==> src/verilog/tcp_tx_settings.svh <==
`ifndef TCP_TX_SETTINGS_SVH
`define TCP_TX_SETTINGS_SVH

// bytes the downstream takes before credit comes back
`define TX_CREDITS 4

// packed option area in 32-bit words
`define OPT_MAX_WORDS 10

// prototype words walked by the packer
`define OPT_SLOTS 15

`define SACK_MAX_BLOCKS 4

// payload address in the request and on the serializer read port
`define PAYLOAD_ADDR_W 16

// default depth of the payload RAM as an address width
`define PAYLOAD_AW_DEFAULT 10

`endif

==> src/verilog/tcp_tx_pkg.sv <==
`include "tcp_tx_settings.svh"

package tcp_tx_pkg;

    // option kind bytes as they go on the wire
    localparam logic [7:0] TCP_OPT_NOP       = 8'd1;
    localparam logic [7:0] TCP_OPT_MSS       = 8'd2;
    localparam logic [7:0] TCP_OPT_WIN       = 8'd3;
    localparam logic [7:0] TCP_OPT_SACK_PERM = 8'd4;
    localparam logic [7:0] TCP_OPT_SACK      = 8'd5;
    localparam logic [7:0] TCP_OPT_TS        = 8'd8;

    // fixed header, offset and checksum filled in later
    typedef struct packed {
        logic [15:0] src_port;
        logic [15:0] dst_port;
        logic [31:0] seq_num;
        logic [31:0] ack_num;
        logic [8:0]  flags;     // ns down to fin
        logic [15:0] win_size;
        logic [15:0] urg_ptr;
    } tcp_hdr_t;

    typedef struct packed {
        logic [31:0] left;
        logic [31:0] right;
    } tcp_sack_blk_t;

    typedef struct packed {
        logic                                  mss_pres;
        logic [15:0]                           mss;
        logic                                  win_pres;
        logic [7:0]                            win_scale;
        logic                                  sack_perm_pres;
        logic                                  sack_pres;
        logic [0:`SACK_MAX_BLOCKS-1]           blk_pres;   // per block
        tcp_sack_blk_t [0:`SACK_MAX_BLOCKS-1]  blk;
        logic                                  ts_pres;
        logic [31:0]                           ts_val;
        logic [31:0]                           ts_ecr;
    } tcp_opt_t;

    typedef struct packed {
        logic [31:0]                src_ip;
        logic [31:0]                dst_ip;
        tcp_hdr_t                   hdr;
        tcp_opt_t                   opt;
        logic [15:0]                payload_len;
        logic [31:0]                payload_chsum;   // supplied by requester
        logic [`PAYLOAD_ADDR_W-1:0] payload_addr;
    } tcp_tx_req_t;

    // decode output, word 0 goes out first
    typedef struct packed {
        tcp_tx_req_t                       req;
        logic [0:`OPT_MAX_WORDS-1][31:0]   opt_words;
        logic [3:0]                        opt_cnt;
        logic [3:0]                        data_offset;
    } tcp_seg_t;

    typedef struct packed {
        logic [7:0] data;
        logic       sof;
        logic       eof;
    } tcp_byte_t;

endpackage

==> src/verilog/tcp_opt_packer.sv <==
`include "tcp_tx_settings.svh"

module tcp_opt_packer (
    input  logic                   clk,
    input  logic                   fsm_rst,
    input  tcp_tx_pkg::tcp_tx_req_t req,
    input  logic                   req_v,
    input  logic                   seg_done,   // eof sent
    output tcp_tx_pkg::tcp_seg_t   seg,
    output logic                   seg_v,
    output logic                   busy
);

    localparam int TS_SLOT = 4 + 2 * `SACK_MAX_BLOCKS;   // kind word of timestamp

    logic [0:`OPT_SLOTS-1][31:0] proto_in, proto;
    logic [0:`OPT_SLOTS-1]       pres_in, pres;
    logic [7:0]                  sack_len;
    logic                        shifting;
    logic [3:0]                  slot_cnt;

    // every possible option laid out in slot order
    always_comb begin
        sack_len = 8'd2;                       // kind + length
        for (int b = 0; b < `SACK_MAX_BLOCKS; b++) begin
            if (req.opt.blk_pres[b]) sack_len = sack_len + 8'd8;
        end
        proto_in = '0;
        pres_in  = '0;
        proto_in[0] = {tcp_tx_pkg::TCP_OPT_MSS, 8'd4, req.opt.mss};
        pres_in[0]  = req.opt.mss_pres;
        proto_in[1] = {tcp_tx_pkg::TCP_OPT_NOP, tcp_tx_pkg::TCP_OPT_WIN, 8'd3,
                       req.opt.win_scale};
        pres_in[1]  = req.opt.win_pres;
        proto_in[2] = {tcp_tx_pkg::TCP_OPT_NOP, tcp_tx_pkg::TCP_OPT_NOP,
                       tcp_tx_pkg::TCP_OPT_SACK_PERM, 8'd2};
        pres_in[2]  = req.opt.sack_perm_pres;
        proto_in[3] = {tcp_tx_pkg::TCP_OPT_NOP, tcp_tx_pkg::TCP_OPT_NOP,
                       tcp_tx_pkg::TCP_OPT_SACK, sack_len};
        pres_in[3]  = req.opt.sack_pres;
        for (int b = 0; b < `SACK_MAX_BLOCKS; b++) begin
            proto_in[4 + 2 * b] = req.opt.blk[b].left;
            proto_in[5 + 2 * b] = req.opt.blk[b].right;
            pres_in[4 + 2 * b]  = req.opt.sack_pres && req.opt.blk_pres[b];
            pres_in[5 + 2 * b]  = req.opt.sack_pres && req.opt.blk_pres[b];
        end
        proto_in[TS_SLOT]     = {tcp_tx_pkg::TCP_OPT_NOP, tcp_tx_pkg::TCP_OPT_NOP,
                                 tcp_tx_pkg::TCP_OPT_TS, 8'd10};
        proto_in[TS_SLOT + 1] = req.opt.ts_val;
        proto_in[TS_SLOT + 2] = req.opt.ts_ecr;
        pres_in[TS_SLOT +: 3] = {3{req.opt.ts_pres}};
    end

    always_ff @(posedge clk) begin
        if (fsm_rst) begin
            busy     <= 1'b0;
            seg_v    <= 1'b0;
            shifting <= 1'b0;
            slot_cnt <= '0;
        end else begin
            seg_v <= 1'b0;
            if (req_v && !busy) begin           // take request
                busy            <= 1'b1;
                shifting        <= 1'b1;
                slot_cnt        <= '0;
                proto           <= proto_in;
                pres            <= pres_in;
                seg.req         <= req;
                seg.opt_words   <= '0;         // unused words stay zero for the checksum
                seg.opt_cnt     <= '0;
                seg.data_offset <= 4'd5;       // bare header
            end else if (seg_done) begin
                busy <= 1'b0;
            end
            if (shifting) begin                // one slot per cycle
                proto[0:`OPT_SLOTS-2] <= proto[1:`OPT_SLOTS-1];
                pres[0:`OPT_SLOTS-2]  <= pres[1:`OPT_SLOTS-1];
                slot_cnt              <= slot_cnt + 4'd1;
                if (pres[0]) begin             // append present word
                    seg.opt_words[seg.opt_cnt] <= proto[0];
                    seg.opt_cnt                <= seg.opt_cnt + 4'd1;
                    seg.data_offset            <= seg.data_offset + 4'd1;
                end
                if (slot_cnt == `OPT_SLOTS - 1) begin
                    shifting <= 1'b0;
                    seg_v    <= 1'b1;          // words complete
                end
            end
        end
    end

endmodule

==> config.mk <==
export PLATFORM = sky130hd
export DESIGN_NAME = tcp_opt_packer
export DESIGN_NICKNAME = d
export VERILOG_FILES = /design/src/verilog/tcp_tx_pkg.sv /design/src/verilog/tcp_opt_packer.sv
export VERILOG_INCLUDE_DIRS = /design/src /design/src/verilog
export SDC_FILE = /design/constraint.sdc
export NUM_CORES = 2
export LEC_CHECK = 0
export BUFFER_PORTS_ARGS = -buffer_cell sky130_fd_sc_hd__clkbuf_2
export CAP_MARGIN = 5
export CORE_AREA = 2 2 612 614
export DETAILED_ROUTE_END_ITERATION = 7
export DIE_AREA = 0 0 614 616
export SETUP_SLACK_MARGIN = 0.5
export SLEW_MARGIN = 20
export SYNTH_ARGS = -nofsm -noshare
export SYNTH_HDL_FRONTEND = slang
export SYNTH_SLANG_ARGS = --single-unit
==> constraint.sdc <==
create_clock -name clk -period 33.9 [get_ports clk]
set_input_delay 6.78 -clock clk [delete_from_list [all_inputs] [get_ports clk]]
set_output_delay 6.78 -clock clk [all_outputs]
set_load 0.05 [all_outputs]
# Yosys cells after proc, flatten, opt, wreduce, memory -nomap -nowiden

Cells that the tools add are included.

Add/subtract/negate cells: 6
Order comparisons: 2
Equality and inequality tests: 1
Muxes and demuxes: 23
Bitwise gates (word level): 3
Reduce and logical (&&, ||, !) cells: 14

Operators with widths:

| kind                                                                         | count |
|---|---|
| 946-bit two-way mux                                                          | 2 |
| 328-bit two-way mux                                                          | 2 |
| 480-bit two-way mux                                                          | 1 |
| 448-bit two-way mux                                                          | 1 |
| 320-bit bitwise mux                                                          | 1 |
| 32-bit demux with 4-bit select                                               | 1 |
| 32-bit two-way mux                                                           | 1 |
| 8-bit by 4-bit adder with 8-bit output, second input constant                | 3 |
| 8-bit two-way mux                                                            | 3 |
| 15-bit two-way mux                                                           | 1 |
| 14-bit two-way mux                                                           | 1 |
| 4-bit by 1-bit adder with 4-bit output, second input constant                | 3 |
| 4-bit two-way mux                                                            | 3 |
| 1-bit logical AND                                                            | 6 |
| 1-bit two-way mux                                                            | 6 |
| 2-bit AND reduction                                                          | 3 |
| 2-bit nonzero test                                                           | 3 |
| 5-bit greater-or-equal comparator, second input constant                     | 1 |
| 5-bit by 1-bit less-than comparator with 1-bit output, second input constant | 1 |
| 4-bit NOT with 5-bit output                                                  | 1 |
| 4-bit == test, second input constant                                         | 1 |
| 1-bit NOT                                                                    | 2 |
| 2-bit OR reduction                                                           | 1 |
| 1-bit logical NOT                                                            | 1 |

Register bits after elaboration: 1,448
Bits of input ports: 622
Output and inout bits: 948
Word-level logic and storage cells: 112

# Logic depth before layout (Yosys ltp)

Depth after elaboration: 9
Gate-level depth with buffers: 7
Depth with buffers taken out: 7

# Least setup slack after synthesis

Ideal clock, no wire load.

Path kind: input to register
From: in req_v
To: reg pres[14] in the netlist's numbering, enable pin
Setup time: 1,686 ps
Data arrival time: 34,234 ps
Required time: 32,214 ps
Path slack: -2,020 ps
Cell stages on the path: 5
Path buffers: 3
Cell sequence: nand2b_1 > buf_2 > buf_2 > buf_1 > nor2_1

Word-level cells in the longest chain between the ends: 2

Ends and longest elaborated chain:

| what                                 | line                 | text |
|---|---|---|
| start: declaration                   | tcp_opt_packer.sv:7  | `input logic req_v,` |
| 1-bit logical AND                    | tcp_opt_packer.sv:62 | `if (req_v && !busy) begin` |
| 2-bit AND reduction (no source line) | n/a                  |  |
| end signal: assignment               | tcp_opt_packer.sv:67 | `pres <= pres_in;` |
| end signal: indexed assignment       | tcp_opt_packer.sv:77 | `` pres[0:`OPT_SLOTS-2] <= pres[1:`OPT_SLOTS-1]; `` |
| end: declaration                     | tcp_opt_packer.sv:17 | `` logic [0:`OPT_SLOTS-1] pres_in, pres; `` |

Every way passes these cells.
A chain may end at the register's enable or synchronous reset.

# Worst setup path after layout

From: in req_v
To: reg proto[55] in the netlist's numbering, enable pin

Word-level cells in the longest chain between the ends: 3

Ends and longest elaborated chain:

| what                                 | line                 | text |
|---|---|---|
| 1-bit logical AND                    | tcp_opt_packer.sv:62 |  |
| 2-bit nonzero test (no source line)  | n/a                  |  |
| 2-bit AND reduction (no source line) | n/a                  |  |
| end signal: assignment               | tcp_opt_packer.sv:66 | `proto <= proto_in;` |
| end signal: indexed assignment       | tcp_opt_packer.sv:76 | `` proto[0:`OPT_SLOTS-2] <= proto[1:`OPT_SLOTS-1]; `` |
| end: declaration                     | tcp_opt_packer.sv:16 | `` logic [0:`OPT_SLOTS-1][31:0] proto_in, proto; `` |

Every way passes these cells.

==> key figures <==
Run status
  • Status: completed

Synth
  • Syn. warnings: 0
  • Synth top area cells: edfxtp_1 75%, and2_1 7.9%, mux2_2 6.0%
  • Synthesized cell area: 0.0580 mm^2
  • Syn Inst Count: 3501
  • Yosys top cell by area: edfxtp_1
  • Yosys reg bits: 1448
  • Syn_area_per_cell: 16.6 um^2
  • Seq/Total Area, Yosys: 0.748
  • Yosys cell types: 36
  • Syn_nets: 4135
  • Yosys top cell area share: 0.746

Timing
  • Hold Fails Final Rpt: 0
  • Setup WS post-layout: 23.12 ns
  • Highest Clock Rate: 92.8 MHz
  • RSZ-0062 raised after global routing: no
  • Period utilisation layout: 0.318
  • Relative slew slack: 0.164
  • Slew @ Worst Pin: 1.25 ns
  • Setup TNS: 0 ns
  • # setup viols final: 0
  • Fin crit period: 10.78 ns
  • Max Slew Vio Count: 0
  • Max Clock Skew: 0.0554 ns

Floorplanning
  • Cell row count: 224
  • IO Pins: 1570
  • Initial Util: 0.156
  • Die W: 614 um
  • Core area: 0.371 mm^2
  • Die Span Y: 616 um
  • Die area: 0.378 mm^2

Finish
  • Fillers: 39.7k
  • # nets final: 5737
  • Post-synthesis to final-layout area growth: 33.4%
  • Share of cells above drive strength 1: 0.421
  • Post-route cell area: 0.0774 mm^2

Clock tree
  • TritonCTS Sinks: 1448
  • CTS Buffer Depth: 4
  • CTS tree: built
  • Clock transition at the registers of the reported paths: 0.06 ns
  • Postcts setup bufs: 0
  • Clk root buf: clkbuf_16
  • H-Tree Level Count: 4
  • Clock Latency Late Sink: 0.89 ns
  • TritonCTS Buffers: 178
  • # resized after CTS: 0
  • Hold buffers post-CTS: 0

Global route
  • First-pass GRT wire length: 389000 um
  • Pin count of the biggest net entering global routing: 192
  • GR peak layer: met2
  • Grt met1 use: 0.183
  • Initial antenna violation count: 128
  • GRT Residual Overflow: 0
  • Met2 GRT Util: 0.285
  • Vias in the first global route: 37.0k
  • All-Layer GR Usage: 0.157
  • Met3 usage: 0.0341

Worst setup path
  • Family with the most delay on the worst path: buffers and inverters
  • Delay of the slowest critical-path stage: 0.87 ns
  • Buf/Inv on CP: 6
  • Crit path DAT: 11.27 ns
  • Worst path slowest cell: buf_4
  • CP cell instances: clkbuf_2 > nor2b_4 > nor2_1 > nor2_4 > buf_4 > buf_4 > buf_4 > buf_4 > buf_4
  • Critical path class: input pin to flop
  • Max FO, Critical Path: 73
  • Endpoint class of the critical path: flop
  • Worst path required time: 34.39 ns
  • Worst setup SP type: input pin
  • CP most frequent cell: buf_4

Drt
  • Antenna-violating nets left: 0
  • DRC: 0
  • Via density: 3.62
  • DRT iter0 DRCs: 3213
  • Routed wire per std cell: 30.1 um
  • Pre-Repair DR Iteration Count: 5
  • Vias: 37.0k
  • Final WL: 308000 um

Placement
  • HPWL after DPL: 250000 um
  • RePlAce Congestion: 0.985
  • Setup Slack @ Placement: 22.17 ns
  • Port bufs: 1569
  • Cell Area, Placed: 0.0716 mm^2

Worst hold path
  • HP Class: flop to flop

Power
  • VDD IR max: 0.0000384 V
  • Power Dens Cells: 60.4 mW/mm^2
  • Leak: 0.0300 uW

Job
  • Max-cap violation count: 0
-- synthesized netlist by cell type --
library cell / count
a21o_1: 21
a21oi_1: 4
a22o_1: 6
a32o_1: 9
and2_1: 729
and3_1: 6
and4_1: 3
buf_1: 6
buf_2: 70
buf_4: 2
buf_6: 21
clkbuf_1: 107
clkinv_1: 32
dfxtp_1: 7
edfxtp_1: 1441
ha_1: 12
inv_1: 8
mux2_1: 5
mux2_2: 311
mux2i_1: 324
nand2_1: 331
nand2b_1: 3
nand3_1: 4
nand3b_1: 2
nand4_1: 2
nand4_2: 2
nor2_1: 12
nor2b_1: 3
nor2b_2: 1
nor3_1: 3
nor3b_1: 1
o21a_1: 1
o21ai_1: 3
o31ai_1: 4
xnor2_1: 3
xor2_1: 2
-- final timing paths --
check / from / to / slack [ns] / cells after the start
worst min register to register: proto[355] / proto[387] / 0.52 / 1
worst max register to register: shifting / proto[55] / 28.81 / 7
worst min-delay path: proto[355] / proto[387] / 0.52 / 1
worst max-delay path: req_v / proto[55] / 23.12 / 9
-- metal layers --
layer | vias to the layer above | routed length, um
met5 | - | 144
met4 | 24 | 9890
met3 | 418 | 20100
met2 | 1678 | 160000
met1 | 18900 | 119000
li1 | 16000 | -
-- sequential cells by signal (all words and copies together) (netlist names) --
register / flops
busy: 1
seg: 946
pres: 15
shifting: 1
seg_v: 1
proto: 480
slot_cnt: 4
-- cells in the final DEF (no fill, tap or decap), drive strengths merged --
master | netlist | routed
inv | 8 | 18
clkbuf | 107 | 1785
ha | 12 | 12
a22o | 6 | 6
nand3 | 4 | 4
nor3 | 3 | 3
nor2b | 4 | 4
o31ai | 4 | 4
dfxtp | 7 | 7
clkinvlp | 0 | 9
nand4 | 4 | 4
mux2 | 316 | 316
a32o | 9 | 9
mux2i | 324 | 324
diode | 0 | 22
buf | 99 | 59
o21ai | 3 | 3
nor3b | 1 | 1
nand3b | 2 | 2
edfxtp | 1441 | 1441
and2 | 729 | 729
and3 | 6 | 6
nand2b | 3 | 3
xor2 | 2 | 2
a21oi | 4 | 4
and4 | 3 | 3
o21a | 1 | 1
clkinv | 32 | 102
nand2 | 331 | 331
a21o | 21 | 21
bufinv | 0 | 12
xnor2 | 3 | 3
nor2 | 12 | 12
-- layout make-up --
cell class                      instances  area, um^2  share of cell area
Sequential cell                      1448       43400               0.561
Clock inverter                        101        1050              0.0135
Tap cell                             4972        6220              0.0804
Clock buffer                          216        4600              0.0594
Multi-Input combinational cell       1807       13500               0.174
Timing Repair Buffer                 1628        8380               0.108
Antenna cell                           22        55.1            0.000712
Inverter                               40         159             0.00205
-- logic make-up (layout without fill, tap and decap cells) --
logic type,after synthesis,in the layout,synth area share
xor gates and xnor gates,5,5,0.000755
DFF,1448,1448,0.748
buffers and inverters,246,1985,0.0203
AOI/OAI and AO/OA,48,48,0.00643
muxes,640,640,0.117
adders and majority gates,12,12,0.00259
other,0,22,0
and+or+nand+nor,1102,1102,0.104
-- per-stage QoR --
| stage | total power [uW] | cells | utilization | hold WS (ns) |
|---|---|---|---|---|
| floorplan | 2610 | 3501 | - | 0.485 |
| global placement | 2820 | 9892 | 0.193 | 0.504 |
| detailed placement | 2830 | 9893 | 0.193 | 0.508 |
| CTS | 4740 | 10200 | 0.208 | 0.500 |
| global route | 4830 | 10200 | 0.208 | 0.526 |
| finish | 4670 | 10200 | 0.208 | 0.516 |
-- power breakdown --
part           internal, uW  switching (uW)  total, uW
Clock                  1070             823       1890
Sequential             2110            55.8       2160
Combinational           149             468        617
No activity file was read; power rests on OpenSTA's default activity.
