**config.mk**
```make
export PLATFORM = sky130hd
export DESIGN_NAME = tcp_chsum_calc
export DESIGN_NICKNAME = d
export VERILOG_FILES = /design/src/verilog/tcp_tx_pkg.sv /design/src/verilog/tcp_chsum_calc.sv
export VERILOG_INCLUDE_DIRS = /design/src /design/src/verilog
export SDC_FILE = /design/constraint.sdc
export NUM_CORES = 1
export LEC_CHECK = 0
export ABC_AREA = 1
export BUFFER_PORTS_ARGS = -buffer_cell sky130_fd_sc_hd__buf_4
export CORE_AREA = 4 4 376 378
export DETAILED_ROUTE_END_ITERATION = 10
export DIE_AREA = 0 0 380 382
export GPL_TIMING_DRIVEN = 0
export PLACE_DENSITY_LB_ADDON = 0.15
export SYNTH_ARGS = -nofsm -noshare
export SYNTH_HDL_FRONTEND = slang
export SYNTH_SLANG_ARGS = --single-unit
```
**constraint.sdc**
```tcl
create_clock -name clk -period 47.5 [get_ports clk]
set_input_delay 4.75 -clock clk [delete_from_list [all_inputs] [get_ports clk]]
set_output_delay 4.75 -clock clk [all_outputs]
set_load 0.03 [all_outputs]
```
**src/verilog/tcp_tx_settings.svh**
```systemverilog
`ifndef TCP_TX_SETTINGS_SVH
`define TCP_TX_SETTINGS_SVH

// bytes the downstream takes before credit comes back
`define TX_CREDITS 4

// packed option area in 32-bit words
`define OPT_MAX_WORDS 10

// prototype words walked by the packer
`define OPT_SLOTS 15

`define SACK_MAX_BLOCKS 4

// payload address in the request and on the serializer read port
`define PAYLOAD_ADDR_W 16

// default depth of the payload RAM as an address width
`define PAYLOAD_AW_DEFAULT 10

`endif

```
**src/verilog/tcp_tx_pkg.sv**
```systemverilog
`include "tcp_tx_settings.svh"

package tcp_tx_pkg;

    // option kind bytes as they go on the wire
    localparam logic [7:0] TCP_OPT_NOP       = 8'd1;
    localparam logic [7:0] TCP_OPT_MSS       = 8'd2;
    localparam logic [7:0] TCP_OPT_WIN       = 8'd3;
    localparam logic [7:0] TCP_OPT_SACK_PERM = 8'd4;
    localparam logic [7:0] TCP_OPT_SACK      = 8'd5;
    localparam logic [7:0] TCP_OPT_TS        = 8'd8;

    // fixed header, offset and checksum filled in later
    typedef struct packed {
        logic [15:0] src_port;
        logic [15:0] dst_port;
        logic [31:0] seq_num;
        logic [31:0] ack_num;
        logic [8:0]  flags;     // ns down to fin
        logic [15:0] win_size;
        logic [15:0] urg_ptr;
    } tcp_hdr_t;

    typedef struct packed {
        logic [31:0] left;
        logic [31:0] right;
    } tcp_sack_blk_t;

    typedef struct packed {
        logic                                  mss_pres;
        logic [15:0]                           mss;
        logic                                  win_pres;
        logic [7:0]                            win_scale;
        logic                                  sack_perm_pres;
        logic                                  sack_pres;
        logic [0:`SACK_MAX_BLOCKS-1]           blk_pres;   // per block
        tcp_sack_blk_t [0:`SACK_MAX_BLOCKS-1]  blk;
        logic                                  ts_pres;
        logic [31:0]                           ts_val;
        logic [31:0]                           ts_ecr;
    } tcp_opt_t;

    typedef struct packed {
        logic [31:0]                src_ip;
        logic [31:0]                dst_ip;
        tcp_hdr_t                   hdr;
        tcp_opt_t                   opt;
        logic [15:0]                payload_len;
        logic [31:0]                payload_chsum;   // supplied by requester
        logic [`PAYLOAD_ADDR_W-1:0] payload_addr;
    } tcp_tx_req_t;

    // decode output, word 0 goes out first
    typedef struct packed {
        tcp_tx_req_t                       req;
        logic [0:`OPT_MAX_WORDS-1][31:0]   opt_words;
        logic [3:0]                        opt_cnt;
        logic [3:0]                        data_offset;
    } tcp_seg_t;

    typedef struct packed {
        logic [7:0] data;
        logic       sof;
        logic       eof;
    } tcp_byte_t;

endpackage

```
**src/verilog/tcp_chsum_calc.sv**
```systemverilog
`include "tcp_tx_settings.svh"

module tcp_chsum_calc (
    input  logic                 clk,
    input  logic                 fsm_rst,
    input  tcp_tx_pkg::tcp_seg_t seg,
    input  logic                 seg_v,
    output logic [15:0]          chsum,
    output logic                 chsum_v
);

    localparam logic [7:0] IP_PROTO_TCP = 8'd6;
    localparam int         HC_WORDS     = 10 + 2 * `OPT_MAX_WORDS;   // header + options

    logic [0:5][15:0]          ph_sr;      // pseudo header
    logic [0:HC_WORDS-1][15:0] hc_sr;      // header and options
    logic [15:0]               tcp_len;
    logic [31:0]               ph_sum, hc_sum, carry;
    logic [16:0]               fold_sum;
    logic [3:0]                doff_q;
    logic [4:0]                cnt;
    logic                      calc, fold1, fold2;

    assign tcp_len = {10'd0, seg.data_offset, 2'b00} + seg.req.payload_len;

    always_ff @(posedge clk) begin
        if (fsm_rst) begin
            calc    <= 1'b0;
            fold1   <= 1'b0;
            fold2   <= 1'b0;
            chsum_v <= 1'b0;
            cnt     <= '0;
        end else begin
            chsum_v <= 1'b0;
            fold1   <= 1'b0;
            fold2   <= fold1;
            if (seg_v) begin
                ph_sr  <= {seg.req.src_ip, seg.req.dst_ip, 8'h00, IP_PROTO_TCP, tcp_len};
                hc_sr  <= {seg.req.hdr.src_port, seg.req.hdr.dst_port,
                           seg.req.hdr.seq_num, seg.req.hdr.ack_num,
                           seg.data_offset, 3'b000, seg.req.hdr.flags,
                           seg.req.hdr.win_size,
                           16'h0000,               // checksum field counts as zero
                           seg.req.hdr.urg_ptr, seg.opt_words};
                carry  <= seg.req.payload_chsum;   // start from payload sum
                ph_sum <= '0;
                hc_sum <= '0;
                doff_q <= seg.data_offset;
                cnt    <= '0;
                calc   <= 1'b1;
            end else if (calc) begin
                // both registers advance by one 16-bit word, zeros shift in
                ph_sr  <= {ph_sr[1:5], 16'h0000};
                hc_sr  <= {hc_sr[1:HC_WORDS-1], 16'h0000};
                ph_sum <= ph_sum + ph_sr[0];
                hc_sum <= hc_sum + hc_sr[0];
                cnt    <= cnt + 5'd1;
                if (cnt == 5'd6) begin
                    carry <= carry + ph_sum;          // all 6 pseudo words in
                end else if (cnt == {doff_q, 1'b0}) begin
                    carry <= carry + hc_sum;          // 2*doff header words in
                    calc  <= 1'b0;
                    fold1 <= 1'b1;
                end
            end
            if (fold1) fold_sum <= carry[31:16] + carry[15:0];   // first fold
            if (fold2) begin
                chsum   <= ~(fold_sum[15:0] + fold_sum[16]);     // end carry back in
                chsum_v <= 1'b1;
            end
        end
    end

endmodule

```
==> Word-level counts from Yosys, hierarchy flattened <==
Index checks and enable logic that the tools add are counted.
{ "word_totals": {"reg_bits": 718, "output_inout_bits": 17, "elab_cells": 86} }
{ "classes": {"add_sub_neg": 8, "n_eq_ne": 2, "muxes": 16, "bitwise_logic": 3, "n_reduce_logical": 9} }
{ "op_table": {"columns": ["operator", "n"], "rows": [
  ["two-way mux 480 bit", 2],
  ["two-way mux 32 bit", 6],
  ["two-way mux 96 bit", 2],
  ["adder 32 x 16 -> 32 bit", 2],
  ["adder 32 bit", 2],
  ["adder 16 x 16 -> 17 bit", 1],
  ["adder 16 x 1 -> 16 bit", 1],
  ["adder 6 x 16 -> 16 bit", 1],
  ["inverter 16 bit", 1],
  ["AND reduction 2 bit", 4],
  ["two-way mux 1 bit", 6],
  ["adder 5 x 1 -> 5 bit, second input constant", 1],
  ["equality test 5 x 3 -> 1 bit, second input constant", 1],
  ["equality test 5 bit", 1],
  ["OR reduction 4 bit", 1],
  ["AND reduction 3 bit", 1],
  ["nonzero test 3 bit", 1],
  ["inverter 1 bit", 2],
  ["nonzero test 2 bit", 1],
  ["OR reduction 2 bit", 1]
]} }

==> Depth between registers and ports, before layout <==
Gate-level depths: netlist of the first run.
{ "depth": {"word_depth": 5, "depth_mapped": 22, "ltp_nobuf": 21} }

==> Worst setup path before layout of the first run <==
No wires, ideal clock.
{ "synth_timing": {"kind": "input to register", "from": "input port seg_v", "to": "register hc_sr[0] (netlist name), enable pin", "arrival_ns": 17.487, "t_required_ns": 46.519, "slack_ns": 29.032, "cell_stages": 4, "n_path_buf": 2, "path_cell_list": "buf_2 buf_2 o21ai_0 inv_1"} }
{ "synth_between": {"elab_chain_len": 2} }
{ "synth_rtl": {"columns": ["item", "line_no", "source"], "rows": [
  ["start, declared", "tcp_chsum_calc.sv:7", "input logic seg_v,"],
  ["nonzero test 2 bit (no source line)", null, null],
  ["AND reduction 2 bit (no source line)", null, null],
  ["end signal, assigned", "tcp_chsum_calc.sv:39", "hc_sr <= {seg.req.hdr.src_port, seg.req.hdr.dst_port,"],
  ["end signal, assigned", "tcp_chsum_calc.sv:54", "hc_sr <= {hc_sr[1:HC_WORDS-1], 16'h0000};"],
  ["end, declared", "tcp_chsum_calc.sv:16", "logic [0:HC_WORDS-1][15:0] hc_sr;"]
]} }
Every way passes these cells.
A chain may end at the register's enable or synchronous reset.

==> Worst setup path after layout of the first run <==
{ "layout_timing": {"from": "input port seg_v", "to": "register hc_sr[80] (netlist name), enable pin"} }
The elaborated chain is that of the path after synthesis.

==> results.toml, run 1 <==
[synth]
synth_top_area_cell = "edfxtp_1"
synth_top_area_share_pct = 58.22
ys_top_cells_by_area = "edfxtp_1 (58%), nand2_1 (23%), inv_1 (3.5%)"
yosys.cell_types.count = 41
yosys_most_used_dff = "edfxtp_1"
synth_most_common_cell = "nand2_1"
yosysSeqAreaShare_pct = 58.72
synth_xor_area_share_pct = 0.9547
synthAdderAreaFrac_pct = 3.353
yosys_warnings = 0
yosys-mux-area-fraction_pct = 0
synth_compound_area_share_pct = 3.045
synth_edf_count = 709
syn_inst = 4208
synth_top_family_by_area = "simple AND/OR/NAND/NOR gates"
synth_area_sq_um = 36570
synth_simple_gate_area_share_pct = 28.67
synthTopCellsByCount = "nand2_1 (2,246), edfxtp_1 (709), inv_1 (344)"
avgSynthCellArea_sq_um = 8.690
synth_fp_nets = 5252
synthArstFlopShare_pct = 0
ys_ff_latch = 718

[clock_network]
cts_buffer_depth = 3
cts_made_buffers = 89
h-tree-depth = 3
clock-sinks = 718
ctsHoldBuffers = 0
cts_resized = 0
cts_setup_buffers = 0
cts_tree = "done"
clk_pin_slew_worst_paths_ps = 60
root_buffer = "clkbuf_16"
clock_latency_ps = 710

[place]
numPortBuffers = 591
hpwl_mm = 117.2
gp_congestion = 0.9094
dp_slack_ps = 39190
dpl_cell_area_sq_um = 43460
dp_cells = 6600

[cells_and_area]
multi_input_area_sq_um = 13190
final_util_pct = 33.86
seq_area_sq_um = 21470
synthToLayoutAreaGrowth_pct = 27.33
fillers = 14610
final_cells = 6791
final_layout_size_suffix_gt1_share_pct = 17.18
layout.nets = 5941
fin_area_sq_um = 46560

[sta]
fin_crit_sh_pct = 15.66
slew_viol_final = 0
worstMarginPinSlew_ps = 1281
fmaxAchievable_mhz = 134.4
hold_ws_ps = 460.1
finClkSkew_ps = 37.42
setup-violations-final = 0
rsz0062_at_grt = "false"
timing.final.ws_setup_ps = 40060
totalNegativeSetupSlack_ps = 0
max-slew-margin-rel_pct = 14.59
hold_viol_final = 0
layout_min_cycle_time_ps = 7440

[worst_setup_path]
start_kind = "input pin"
crit_type = "in -> reg"
end_kind = "flip-flop"
rr_endpoint = "carry[28]"
reg2reg_depth = 22
required_ps = 47810
crit_arrival_ps = 7750
r2r_slack_ps = 43420
r2r_start = "cnt[0]"
critical_path_peak_fanout = 122

[global_route]
grt_pass1_wl_mm = 203.3
grt_max_degree = 125
grt.overflow.total = 0
grt_usage_pct = 19.49
antenna_found_initial = 87
grt_pass1_vias = 29789

[run_status]
run_status = "finished, final reports clean"

[floorplan]
io_pins = 966
core_region_area_sq_um = 137500
dieArea_sq_um = 145200
die_w_um = 380
die_h_um = 382
start_util_pct = 26.60
std_cell_rows = 136

[route]
drtPass1Iterations = 7
wl_per_cell_um = 21.42
ant_nets = 0
wl_mm = 145.4
drtIter0Drc = 2130
vias_per_cell = 4.360
via_count = 29612
post-route-drc-count = 0

[min_path]
hold_path.startpoint = "fold2"
hold_depth = 2
min_to = "chsum_v"
hp-class = "reg -> reg"

[power_and_ir_drop]
vdd_ir_drop_max_uv = 23.70
powerDensity_nw_per_um2 = 36.95
p_leak_nw = 21.67
power_mw = 1.721

[run]
drv_cap = 0
-- registers in the layout, indices dropped and copies added, names as in the netlist --
name      cells
hc_sr       480
ph_sr        96
carry        32
hc_sum       32
ph_sum       32
fold_sum     17
chsum        16
cnt           5
doff_q        4
calc          1
chsum_v       1
fold1         1
fold2         1
-- area by class of cell --
class                      count  area share [%]
antenna                       27          0.1451
buffer                       142           1.325
clock buffer                 110           4.998
clock inverter                54           1.516
inverter                     348           2.822
multi-input combinational   3000           28.33
sequential                   718           46.11
tap                         1794           4.821
timing repair buffer         598           9.927
-- worst max-delay path, stage by stage --
cell and delay [ps]:
buf_2 360, buf_2 500, o21ai_0 420, inv_8 500
buf_16 430, buf_16 460
-- kinds of logic (layout without fill, tap and decap cells) --
family | Yosys count | after routing
buffers and inverters | 490 | 1252
flip-flops | 718 | 718
adder cells (fa/ha/maj) | 95 | 95
other | 0 | 27
AO/OA/AOI/OAI | 206 | 206
AND/OR/NAND/NOR | 2660 | 2660
XOR/XNOR | 39 | 39
-- where the power goes --
group          switching, mW  internal, mW
Clock                  0.293         0.421
Sequential            0.0190         0.751
Combinational          0.150        0.0856
-- placed cells by master (no fill, tap or decap), types with 5 or more instances in the layout --
| master | instances |
|---|---|
| buf_2 | 61 |
| bufinv_16 | 13 |
| o21ai_1 | 6 |
| clkinv_1 | 23 |
| nand3_2 | 14 |
| clkbuf_16 | 90 |
| buf_16 | 6 |
| a31oi_1 | 7 |
| nand4_1 | 12 |
| nor4_1 | 5 |
| nand2_2 | 13 |
| nand2_1 | 2246 |
| buf_4 | 591 |
| and2_1 | 7 |
| inv_1 | 343 |
| nand3_1 | 100 |
| edfxtp_1 | 709 |
| nand3b_1 | 6 |
| xor2_1 | 19 |
| nor3_1 | 19 |
| xnor2_1 | 19 |
| o21bai_1 | 7 |
| dfxtp_1 | 9 |
| nor2_1 | 201 |
| clkinv_2 | 9 |
| ha_1 | 90 |
| clkbuf_1 | 92 |
| or2_1 | 5 |
| o21ai_2 | 6 |
| fa_1 | 5 |
| buf_1 | 8 |
| a21oi_1 | 104 |
| nor3_2 | 6 |
| o21ai_0 | 64 |
| or2_2 | 5 |
| diode_2 | 27 |
| clkinv_16 | 5 |
| nor2_2 | 13 |
-- worst max path at each step --
stage / startpoint / end / slack, ps / cells past startpoint
finish: seg_v / hc_sr[80] / 40060 / 6
global route: seg_v / hc_sr[0] / 39820 / 6
CTS: seg_v / hc_sr[41] / 39930 / 6
detailed placement: seg_v / hc_sr[109] / 39190 / 6
global placement: seg_v / hc_sr[13] / 21510 / 4
floorplan: seg_v / hc_sr[0] / 29030 / 4
-- metal layers --
layer / GRT usage [%] / share of wire [%] / vias up
li1: - / - / 14917
met1: 23.99 / 42 / 13549
met2: 32.86 / 47 / 829
met3: 6.715 / 8.1 / 237
met4: 4.673 / 2.2 / 80
met5: 0 / 0.36 / -
Note: power is estimated with default switching activity, not from simulation.
==> run 2: changes to the inputs <==
==> constraint.sdc (replaced) <==
create_clock -name clk -period 7.8 [get_ports clk]
set_input_delay 0.78 -clock clk [delete_from_list [all_inputs] [get_ports clk]]
set_output_delay 0.78 -clock clk [all_outputs]
set_load 0.03 [all_outputs]
==> results.toml, run 2 (same netlist as run 1, synthesis figures left out) <==
[run_status]
run_status = "finished, final reports clean"

[clock_network]
clock-sinks = 718
h-tree-depth = 3
clk_pin_slew_worst_paths_ps = 60
cts_made_buffers = 90
clock_latency_ps = 690
ctsHoldBuffers = 0
cts_setup_buffers = 0
root_buffer = "clkbuf_16"
cts_resized = 0
cts_buffer_depth = 3
cts_tree = "done"

[sta]
finClkSkew_ps = 33.88
max-slew-margin-rel_pct = 18.25
hold_viol_final = 0
layout_min_cycle_time_ps = 4183
fin_crit_sh_pct = 53.63
rsz0062_at_grt = "false"
worstMarginPinSlew_ps = 1226
hold_ws_ps = 344.9
fmaxAchievable_mhz = 239.0
setup-violations-final = 0
slew_viol_final = 0

[global_route]
grt_usage_pct = 19.48
grt_pass1_wl_mm = 203.2
grt_max_degree = 44
antenna_found_initial = 81
grt.overflow.total = 0
grt_pass1_vias = 29743

[worst_setup_path]
start_kind = "flip-flop"
required_ps = 8230
rr_endpoint = "carry[28]"
reg2reg_depth = 22
r2r_slack_ps = 3620
crit_arrival_ps = 4610
end_kind = "flip-flop"
r2r_start = "cnt[0]"
critical_path_peak_fanout = 10
crit_type = "reg -> reg"

[min_path]
hold_path.startpoint = "seg[1]"
min_to = "doff_q[1]"
hold_depth = 1
hp-class = "in -> reg"

[cells_and_area]
final_cell_mix = "nand2_1 (2,246), edfxtp_1 (709), buf_4 (591), inv_1 (343), nor2_1 (201)"
largest_reg_flops = 480
final_layout_size_suffix_gt1_share_pct = 17.53
reg_top3 = "hc_sr (480), ph_sr (96)"
synthToLayoutAreaGrowth_pct = 27.60
final_common_cell = "nand2_1"
regMostFlops = "hc_sr"
layout.nets = 5954
final_cells = 6795
fin_area_sq_um = 46660

[route]
drtIter0Drc = 2205
via_count = 29837
wl_per_cell_um = 21.43
vias_per_cell = 4.391
wl_mm = 145.6
drtPass1Iterations = 5
ant_nets = 0
post-route-drc-count = 0

[floorplan]
start_util_pct = 26.60
std_cell_rows = 136
dieArea_sq_um = 145200
io_pins = 966
die_h_um = 382
core_region_area_sq_um = 137500
die_w_um = 380

[power_and_ir_drop]
powerDensity_nw_per_um2 = 222.0
p_leak_nw = 21.71
power_mw = 10.36
vdd_ir_drop_max_uv = 146.4

[place]
dpl_cell_area_sq_um = 43680
gp_congestion = 0.9076
dp_cells = 6612
hpwl_mm = 118.4
numPortBuffers = 591

[run]
drv_cap = 0
==> run 2: cell count changes in the layout (fill, tap and decap cells not counted), sizes merged <==
cell,before,now
clkbuf,182,177
bufinv,13,9
diode,27,22
clkinvlp,1,6
buf,668,680
clkinv,38,39
==> run 2: metal layers <==
layer  global-route usage (%)  wire, um  up-vias
li1                         -         -    14932
met1                    24.36     60750    13677
met2                    32.74     68560      903
met3                    6.163     12490      247
met4                    4.801      3275       78
met5                        0       531        -
==> run 2: cell type report <==
cell class                      instances  area (sq um)
Timing Repair Buffer                  610          4825
Inverter                              348          1310
Buffer                                142         633.1
Multi-Input combinational cell       3000         13200
Antenna cell                           22         55.05
Clock buffer                          105          2330
Sequential cell                       718         21470
Clock inverter                         56         588.1
Tap cell                             1794          2245
Fill cell                           14568         90830
==> run 2: worst max path at each step <==
stage,start,end,slack (ps),cells past startpoint
after CTS,cnt[0],carry[28],3520,22
after global placement,seg_v,hc_sr[221],-9050,4
after floorplan,seg_v,hc_sr[0],-3410,4
after detailed placement,cnt[0],carry[28],3550,22
final,cnt[0],carry[28],3620,22
after global routing,cnt[0],carry[28],3340,22
==> run 2: critical path, cell delays in order (launching register included) <==
cell and delay (ps):
dfxtp_1 410, inv_1 70, ha_1 190, nand2_1 60, inv_1 40, nand2_1 90
buf_6 170, clkbuf_1 590, nand2_1 100, nand2_1 220, ha_1 270, inv_1 70
fa_1 350, inv_1 140, nand3_1 90, nand3_1 150, nand3_1 100, nand3_1 270
nand2_1 190, nand2_1 110, nand2_1 50, nand3_1 110, nand2_1 60
==> run 2: through the flow <==
step	TNS (ps)	utilization [%]	setup WS (ps)
floorplan	-2185180	-	-3414
global placement	-5743930	31.48	-9051
detailed placement	0	31.77	3555
CTS	0	33.89	3521
global route	0	33.90	3342
finish	0	33.94	3617
==> run 2: power by group <==
group	internal, mW	leakage, nW	switching (mW)
clock network	2.44	1.41	1.77
logic	0.537	13.4	0.923
registers	4.57	6.88	0.115
